==> src/uopPkg.sv <==
// Shared types for the micro-op sequencer; ARM word size, register count and field positions are fixed
package uopPkg;

	// Vector types
	typedef logic [31:0] instrWord;	// One ARM instruction word
	typedef logic [15:0] regList;	// LDM register list, bit n selects Rn
	typedef logic [3:0]  regIndex;	// Register number
	typedef logic [3:0]  condCode;	// Condition field, bits 31:28
	typedef logic [3:0]  flagSet;	// {N, Z, C, V}
	typedef logic [3:0]  rzCtrl;	// {RA1 mux, WA3 Rz, RA2 Rz, RA1 Rz}
	typedef logic [3:0]  dpOpcode;	// Data processing opcode, bits 24:21

	// Result of classifying the instruction in decode
	typedef enum logic [2:0] {
		kindNone,	// Passes through untouched
		kindRsr,	// Register-shifted-register data processing
		kindMla,	// Multiply-accumulate, short or long
		kindBl,		// Branch with link
		kindLdm		// Load multiple, non-empty list
	} uopKind;

	// Sequencer state
	typedef enum logic [2:0] {
		ready,		// Idle or first step of an expansion
		rsrSecond,	// Operation using Rz
		mlaSecond,	// Accumulate step
		blSecond,	// Branch without link
		ldmNext		// Second and later loads
	} uopState;

	// Register encodings
	localparam regIndex rzReg   = 4'd15;	// Rz as seen inside a micro-op
	localparam regIndex linkReg = 4'd14;
	localparam regIndex pcReg   = 4'd15;

	// Address step between consecutive LDM words
	localparam logic [11:0] wordBytes = 12'd4;

	// Opcodes used to build micro-ops
	localparam dpOpcode movOp = 4'b1101;
	localparam dpOpcode addOp = 4'b0100;

	// Bits 27:4 of BX, excluded from the RSR class
	localparam logic [23:0] bxPattern = 24'h12fff1;

	// Instruction class fields
	localparam logic [2:0] dpClass     = 3'b000;	// Data processing, register form
	localparam logic [2:0] dpImmClass  = 3'b001;	// Data processing, immediate form
	localparam logic [2:0] lsImmClass  = 3'b010;	// Single load/store, immediate offset
	localparam logic [2:0] lsRegClass  = 3'b011;	// Single load/store, register offset
	localparam logic [2:0] ldmClass    = 3'b100;	// Block transfer
	localparam logic [3:0] blClass     = 4'b1011;	// Branch, link bit set
	localparam logic [3:0] mulPattern  = 4'b1001;	// Bits 7:4 of every multiply

endpackage

==> src/condCheck.sv <==
// Pure combinational ARM condition decode; code 15 is treated as always, flags must be stable in decode
`timescale 1ns/10ps

module condCheck import uopPkg::*; (
	input  condCode cond,		// Bits 31:28 of the instruction
	input  flagSet  flags,		// {N, Z, C, V}
	output logic    condPass	// High when the instruction would execute
);

	logic n;
	logic z;
	logic c;
	logic v;

	assign {n, z, c, v} = flags;	// Unpack in architectural order

	always_comb begin
		case (cond)
			4'h0: condPass = z;			// EQ
			4'h1: condPass = ~z;			// NE
			4'h2: condPass = c;			// CS/HS
			4'h3: condPass = ~c;			// CC/LO
			4'h4: condPass = n;			// MI
			4'h5: condPass = ~n;			// PL
			4'h6: condPass = v;			// VS
			4'h7: condPass = ~v;			// VC
			4'h8: condPass = c & ~z;		// HI
			4'h9: condPass = ~c | z;		// LS
			4'ha: condPass = (n == v);		// GE
			4'hb: condPass = (n != v);		// LT
			4'hc: condPass = ~z & (n == v);	// GT
			4'hd: condPass = z | (n != v);	// LE
			default: condPass = 1'b1;		// AL, and 15 as always
		endcase
	end

endmodule

==> src/ldmRegSelect.sv <==
// LDM list tracker; assumes instr is held for the whole run, offsets are only meaningful for a non-empty list
`timescale 1ns/10ps

module ldmRegSelect import uopPkg::*; (
	input  logic        clk,
	input  logic        reset,
	input  logic        stallUop,		// Pipeline back-pressure, holds the list
	input  instrWord    instr,
	input  uopState     state,
	output regIndex     nextReg,		// Register loaded on this step
	output logic        lastCycle,		// Exactly one register left
	output logic [11:0] startOffset,	// Offset of the first load from Rn
	output logic        addUp			// U bit of the first load
);

	regList     listNow;		// Registers still to load
	regList     curList;		// List this step works from
	regList     listNext;		// Current list minus the selected bit
	logic [4:0] curCount;
	logic [4:0] bitCount;		// Registers in the original list

	// First step reads the list straight from the instruction
	assign curList  = (state == ready) ? instr[15:0] : listNow;
	assign listNext = curList & (curList - 16'd1);	// Drop lowest set bit
	assign curCount = 5'($countones(curList));
	assign bitCount = 5'($countones(instr[15:0]));
	assign lastCycle = (curCount == 5'd1);

	// Lowest set register goes first, so loads run in ascending order
	always_comb begin
		nextReg = '0;
		for (int i = 15; i >= 0; i--) begin
			if (curList[i])
				nextReg = regIndex'(i);
		end
	end

	// Start address relative to Rn from the P and U bits
	always_comb begin
		case (instr[24:23])
			2'b00: begin				// DA, lowest word at Rn - 4(N-1)
				startOffset = wordBytes * 12'(bitCount - 5'd1);
				addUp = 1'b0;
			end
			2'b01: begin				// IA, first word at Rn
				startOffset = '0;
				addUp = 1'b1;
			end
			2'b10: begin				// DB, lowest word at Rn - 4N
				startOffset = wordBytes * 12'(bitCount);
				addUp = 1'b0;
			end
			default: begin				// IB, first word at Rn + 4
				startOffset = wordBytes;
				addUp = 1'b1;
			end
		endcase
	end

	always_ff @(posedge clk) begin
		if (reset)
			listNow <= '0;
		else if (!stallUop)
			listNow <= listNext;		// Holds under back-pressure
	end

endmodule

==> src/uopFsm.sv <==
// Mealy sequencer control; instr must stay constant while uopStall is high, stallUop freezes the state
`timescale 1ns/10ps

module uopFsm import uopPkg::*; (
	input  logic     clk,
	input  logic     reset,
	input  logic     stallUop,		// Back-pressure from the pipeline
	input  instrWord instr,
	input  logic     condPass,		// Condition of the current instruction
	input  logic     lastCycle,		// From the LDM list tracker
	output uopState  state,
	output uopKind   kind,
	output logic     instrMux,		// Select micro-op over the fetched word
	output logic     noFlagUpdate,
	output logic     uopStall,		// Stall fetch while more steps follow
	output logic     ldmForward,
	output logic     prevRsr,
	output logic     keepV,
	output rzCtrl    regFileRz
);

	uopState stateNext;
	logic    isRsr;
	logic    isMla;
	logic    isBl;
	logic    isLdm;

	// Classifier
	assign isRsr = (instr[27:25] == dpClass) & ~instr[7] & instr[4]
		& (instr[27:4] != bxPattern);
	assign isMla = instr[21] & (instr[7:4] == mulPattern);
	assign isBl  = (instr[27:24] == blClass);
	assign isLdm = (instr[27:25] == ldmClass) & instr[20] & (instr[15:0] != '0);

	always_comb begin
		if (isRsr)
			kind = kindRsr;
		else if (isMla)
			kind = kindMla;
		else if (isBl)
			kind = kindBl;
		else if (isLdm)
			kind = kindLdm;
		else
			kind = kindNone;
	end

	always_comb begin
		stateNext    = ready;
		instrMux     = 1'b0;
		noFlagUpdate = 1'b0;
		uopStall     = 1'b0;
		ldmForward   = 1'b0;
		prevRsr      = 1'b0;
		keepV        = 1'b0;
		regFileRz    = 4'b0000;
		case (state)
			ready: begin
				case (kind)
					kindRsr: begin			// MOV Rz first
						stateNext    = rsrSecond;
						instrMux     = 1'b1;
						noFlagUpdate = 1'b1;
						uopStall     = 1'b1;
						regFileRz    = 4'b1100;
					end
					kindMla: begin			// MUL into Rz first
						stateNext = mlaSecond;
						instrMux  = 1'b1;
						uopStall  = 1'b1;
						keepV     = 1'b1;		// Multiply leaves V alone
						regFileRz = 4'b1100;
					end
					kindBl: begin			// MOV R14, R15 first
						stateNext = blSecond;
						instrMux  = 1'b1;
						uopStall  = 1'b1;
					end
					kindLdm: begin			// First load, single register ends here
						stateNext    = lastCycle ? ready : ldmNext;
						instrMux     = 1'b1;
						noFlagUpdate = 1'b1;
						uopStall     = ~lastCycle;
					end
					default: ;				// Plain pass-through
				endcase
			end
			rsrSecond: begin
				instrMux  = 1'b1;
				prevRsr   = 1'b1;
				regFileRz = 4'b0010;		// Rz on read port 2
			end
			mlaSecond: begin
				instrMux     = 1'b1;
				noFlagUpdate = 1'b1;
				prevRsr      = 1'b1;
				regFileRz    = instr[23] ? 4'b0000 : 4'b0001;	// Short form reads Rz on port 1
			end
			blSecond: instrMux = 1'b1;
			ldmNext: begin
				noFlagUpdate = 1'b1;
				if (condPass) begin
					stateNext  = lastCycle ? ready : ldmNext;
					instrMux   = 1'b1;
					uopStall   = ~lastCycle;
					ldmForward = 1'b1;		// Address comes from the previous load
				end
				// Failed condition cancels the run with mux low
			end
			default: ;
		endcase
	end

	always_ff @(posedge clk) begin
		if (reset)
			state <= ready;
		else if (!stallUop)
			state <= stateNext;
	end

endmodule

==> src/uopEncoder.sv <==
// Micro-op word builder; purely combinational, relies on instr being held during an expansion
`timescale 1ns/10ps

module uopEncoder import uopPkg::*; (
	input  instrWord    instr,
	input  uopState     state,
	input  uopKind      kind,
	input  logic        condPass,		// Only consulted on later LDM steps
	input  regIndex     nextReg,
	input  logic [11:0] startOffset,
	input  logic        addUp,
	output instrWord    uopInstr
);

	condCode cond;

	assign cond = instr[31:28];		// Every micro-op keeps the original condition

	always_comb begin
		uopInstr = instr;				// Pass-through unless expanded
		case (state)
			ready: begin
				case (kind)
					kindRsr: uopInstr = {instr[31:25],	// Cond, register form
						movOp, 1'b0,					// MOV, S clear
						4'b0000, rzReg,					// SBZ, Rd = Rz
						instr[11:0]};					// Rs shift of Rm kept
					kindMla: uopInstr = {instr[31:24],
						1'b0, instr[22], 1'b0, 1'b0,	// Plain MUL, sign kept, S clear
						rzReg, 4'b0000,					// Rd = Rz, SBZ
						instr[11:0]};					// Rs and Rm
					kindBl: uopInstr = {cond, dpClass,
						movOp, 1'b0,
						4'b0000, linkReg,				// R14 destination
						8'b0, pcReg};					// Unshifted R15 source
					kindLdm: uopInstr = {cond, lsImmClass,
						1'b1, addUp,					// Pre-index, direction from mode
						1'b0, 1'b0,						// Word access, no writeback
						instr[20], instr[19:16],		// L bit, same base
						nextReg, startOffset};
					default: ;
				endcase
			end
			rsrSecond: uopInstr = {instr[31:12],
				8'b0, rzReg};						// Rz unshifted as operand 2
			mlaSecond: begin
				if (instr[23])						// Long form, RdLo fed back as Rs
					uopInstr = {instr[31:12], instr[15:12], mulPattern, instr[19:16]};
				else
					uopInstr = {cond, dpClass,
						addOp, instr[20],				// ADD, original S bit
						rzReg, instr[19:16],			// Rn = Rz, Rd kept
						8'b0, instr[15:12]};			// Accumulator as Rm
			end
			blSecond: uopInstr = {instr[31:25], 1'b0, instr[23:0]};	// Link bit cleared
			ldmNext: begin
				if (condPass)
					uopInstr = {cond, lsRegClass,
						1'b1, 1'b1, 1'b0, 1'b0,			// Pre-index, add, word, no writeback
						instr[20], rzReg,				// Base is Rz
						nextReg, 8'b0, rzReg};			// Rm slot decodes as the word step
				else
					uopInstr = {cond, dpImmClass,
						addOp, 1'b0, 20'b0};			// R0 = R0 + 0, never executes
			end
			default: ;
		endcase
	end

endmodule

==> src/uopSequencer.sv <==
// Decode-stage micro-op sequencer top; fetch must hold instr while uopStall is high
`timescale 1ns/10ps

module uopSequencer import uopPkg::*; (
	input  logic     clk,
	input  logic     reset,
	input  logic     stallUop,		// Holds sequencer state
	input  instrWord instr,			// Decoded instruction word
	input  flagSet   flags,			// {N, Z, C, V}
	output instrWord uopInstr,
	output logic     instrMux,
	output logic     noFlagUpdate,
	output logic     uopStall,
	output logic     ldmForward,
	output logic     prevRsr,
	output logic     keepV,
	output rzCtrl    regFileRz
);

	uopState     state;
	uopKind      kind;
	logic        condPass;
	regIndex     nextReg;
	logic        lastCycle;
	logic [11:0] startOffset;
	logic        addUp;

	condCheck condCheck_i (
		.cond     (instr[31:28]),
		.flags    (flags),
		.condPass (condPass)
	);

	ldmRegSelect ldmRegSelect_i (
		.clk         (clk),
		.reset       (reset),
		.stallUop    (stallUop),
		.instr       (instr),
		.state       (state),
		.nextReg     (nextReg),
		.lastCycle   (lastCycle),
		.startOffset (startOffset),
		.addUp       (addUp)
	);

	uopFsm uopFsm_i (
		.clk          (clk),
		.reset        (reset),
		.stallUop     (stallUop),
		.instr        (instr),
		.condPass     (condPass),
		.lastCycle    (lastCycle),
		.state        (state),
		.kind         (kind),
		.instrMux     (instrMux),
		.noFlagUpdate (noFlagUpdate),
		.uopStall     (uopStall),
		.ldmForward   (ldmForward),
		.prevRsr      (prevRsr),
		.keepV        (keepV),
		.regFileRz    (regFileRz)
	);

	uopEncoder uopEncoder_i (
		.instr       (instr),
		.state       (state),
		.kind        (kind),
		.condPass    (condPass),
		.nextReg     (nextReg),
		.startOffset (startOffset),
		.addUp       (addUp),
		.uopInstr    (uopInstr)
	);

endmodule

==> config.mk <==
export PLATFORM = sky130hd
export DESIGN_NAME = uopSequencer
export DESIGN_NICKNAME = d
export VERILOG_FILES = /design/src/uopPkg.sv /design/src/condCheck.sv /design/src/ldmRegSelect.sv /design/src/uopFsm.sv /design/src/uopEncoder.sv /design/src/uopSequencer.sv
export SDC_FILE = /design/constraint.sdc
export NUM_CORES = 1
export LEC_CHECK = 0
export ABC_AREA = 1
export BUFFER_PORTS_ARGS = -buffer_cell sky130_fd_sc_hd__buf_2
export CORE_MARGIN = 2
export CORE_UTILIZATION = 57
export DETAILED_ROUTE_END_ITERATION = 10
export PLACE_DENSITY = 0.82
export SYNTH_ARGS = -nofsm -noshare
export SYNTH_HDL_FRONTEND = slang
export SYNTH_HIERARCHICAL = 1
export SYNTH_SLANG_ARGS = --single-unit
==> constraint.sdc <==
create_clock -name clk -period 7.81 [get_ports clk]
set_input_delay 1.9525 -clock clk [delete_from_list [all_inputs] [get_ports clk]]
set_output_delay 1.9525 -clock clk [all_outputs]
set_load 0.03 [all_outputs]
==> results.json <==
{
  "wl_mm": 11.02,
  "grt_max_degree": 28,
  "synth_top_cells_by_area": "nand2_1 (15%), inv_1 (11%), fa_1 (11%)",
  "synth_top_area_frac": 0.1468,
  "design_area_sq_um": 4472,
  "cts_sinks": 18,
  "cts_tree": "yes",
  "dieWidth_microns": 84.09,
  "crit_top_cell": "fa_1",
  "cts_inserted_buffers": 3,
  "max_stage_delay_ns": 0.57,
  "clock_skew_ns": 0.001931,
  "path_cells": "buf_12 -> inv_4 -> fa_1 -> fa_1 -> fa_1 -> fa_1 -> inv_2 -> ha_4 -> fa_2 -> xor2_4 -> nor3_4 -> nand2_1 -> nor2_1 -> buf_4 -> a21oi_1 -> nand2_1 -> buf_4",
  "antenna_cells": 0,
  "slowest_stage": "fa_1",
  "start_util": 0.5824,
  "cts_root_buffer": "clkbuf_8",
  "post-route-min-period_ns": 7.772,
  "antenna_found_initial": 0,
  "dieArea_sq_um": 7070,
  "num-nets-final": 769,
  "grt_pass1_wl_mm": 17.75,
  "async_reset_ff_frac": 0,
  "ios": 81,
  "r2r-end": "uopFsm_i/state[2]",
  "synth-edff-count": 0,
  "die_height_microns": 84.09,
  "rrSetupSlack_ns": 2.69,
  "yosys.area.top_type": "nand2_1",
  "cp.required_ns": 5.86,
  "via_per_inst": 5.538,
  "drt-initial-drc-count": 280,
  "worst-endpoint-arrival_ns": 5.82,
  "crit_path_end_kind": "primary output",
  "fp.coreArea_sq_um": 6277,
  "crit_fanout": 5,
  "synth.avg_cell_area_sq_um": 6.013,
  "syn_area_sq_um": 3656,
  "port_buffers": 80,
  "grt_pass1_vias": 3985,
  "hold_viol": 0,
  "drcViolationCount": 0,
  "synth-main-ff-cell": "dfxtp_1",
  "clkTransAtPathRegs_ns": 0.07,
  "drive_above_1_share": 0.3003,
  "p_leak_uw": 0.002387,
  "wl_per_cell_microns": 14.26,
  "yosysMostFrequentCell": "nand2_1",
  "netlist_instances": 608,
  "syn_to_final_growth_pct": 22.31,
  "grt_usage": 0.3017,
  "drv_slew": 0,
  "p_total_uw": 954.7,
  "finalSetupViolCount": 0,
  "dpl-instance-area_sq_um": 4143,
  "clk_latency_ns": 0.26,
  "ant_nets": 0,
  "p_per_area_nw_per_um2": 213.5,
  "crit_type": "in2out",
  "row_count": 29,
  "rr_worst_depth": 21,
  "grt-ovfl-total": 0,
  "htree_levels": 1,
  "drv_cap": 0,
  "place_congestion": 0.9970,
  "ys_ff_latch": 18,
  "pre_cts_slack_ns": -0.06736,
  "tns_ns": 0,
  "hold_depth": 2,
  "rsz0062_at_grt": "yes",
  "firstDrtPassIters": 5,
  "r2r-start": "uopFsm_i/state[1]",
  "synth.distinct_cells": 47,
  "clock_path_buffers": 2,
  "hold_end": "ldmRegSelect_i/listNow[14]",
  "min_path_type": "reg2reg",
  "relSlewSlack": 0.5399,
  "ir_drop_uv": 301.1,
  "via_count": 4281,
  "start_kind": "input port",
  "layout_setup_ws_ns": 0.03823,
  "hp-start": "ldmRegSelect_i/listNow[14]",
  "yosysSeqAreaShare": 0.09856,
  "yosysWarnings": 6,
  "hpwl_mm": 8.712,
  "min_period_over_period": 0.9951,
  "tightest_slew_ns": 0.6893,
  "synth_commonest_cells": "nand2_1 (143), inv_1 (110), nor2_1 (54)",
  "status": "finished clean",
  "fmax_mhz": 128.7
}
-- power breakdown --
part / switching (uW) / internal, uW / total (uW)
Combinational: 455 / 317 / 772
Clock: 34.5 / 44.9 / 79.4
Sequential: 4.78 / 98.7 / 103
Total: 494 / 461 / 955
-- sequential cells by signal, summed over array words and instances (netlist names) --
register                flops
ldmRegSelect_i/listNow     15
uopFsm_i/state              3
-- cells by family (layout without fill, tap and decap cells) --
group / after synthesis / count (layout) / synth area share
fa+ha+maj: 33 / 33 / 0.1540
xor+xnor: 4 / 4 / 0.009581
simple gates: 299 / 299 / 0.3884
flops: 18 / 18 / 0.09856
other cells: 1 / 2 / 0.001026
buf+inv: 144 / 231 / 0.1663
compound gates: 109 / 109 / 0.1821
-- how the worst max path moves through the flow --
stage	startpoint	end	slack (ns)	cells past startpoint
2_1_floorplan	instr[0]	uopInstr[10]	0.18	15
3_3_place_gp	instr[1]	uopStall	0.03	20
3_5_place_dp	instr[1]	uopStall	-0.07	20
4_1_cts	instr[0]	uopInstr[3]	-0.02	17
5_1_grt	instr[9]	uopInstr[7]	-0.06	18
6_report	instr[9]	uopInstr[7]	0.04	17
-- metal layers --
metal	wire length, microns	vias to the layer above	GRT usage
met3	912	32	0.02374
met2	5416	215	0.5260
met5	0	-	0
met1	4410	1969	0.3923
met4	284	0	0.09971
li1	-	2065	-
-- placed cells by master, fill, tap and decap left out, types with 5 or more instances in the layout --
cell	netlist	layout
dfxtp_1	18	18
a21oi_1	35	35
nand4_1	8	8
buf_2	1	62
o21ai_2	7	6
o21ai_4	3	5
fa_1	20	19
nand3_2	4	7
inv_1	110	94
buf_6	1	12
nand2_1	143	142
o21ai_1	14	15
o21ai_0	31	29
nor2_4	5	6
or2_1	6	6
buf_4	11	25
nand2_2	15	16
nor2_2	14	13
ha_1	13	10
nand3_1	33	30
inv_2	15	27
nor2_1	54	54
-- worst max-delay path: cells and delay by family --
family | cells | cell delay [ns]
adders and majority gates | 6 | 2.63
buffers and inverters | 5 | 0.49
and+or+nand+nor | 4 | 0.47
xor gates and xnor gates | 1 | 0.19
AOI/OAI and AO/OA | 1 | 0.09
-- through the flow --
stage	utilization	hold WS, ns	std cells
finish	0.7124	0.4811	773
global route	0.7124	0.5065	773
CTS	0.6727	0.4757	769
detailed placement	0.6600	0.4645	764
global placement	0.6600	0.4531	764
floorplan	-	0.4372	609
-- area by class of cell --
type                            count  area [sq um]
Sequential cell                    18         360.3
Tap cell                           77         96.34
Inverter                          126         484.2
Multi-Input combinational cell    447          2803
Clock buffer                        4         55.05
Fill cell                         541          1805
Timing Repair Buffer              101         673.1
-- repair_timing --
item | 4_1_cts | 5_1_grt
hold buffers | 0 | 0
buffers inserted | 1 | 4
setup endpoints to repair | 6 | 10
pin swaps | 3 | 26
gates resized for setup | 5 | 81
endpoints found under the hold margin | 0 | 0
No activity file was read; power rests on OpenSTA's default activity.
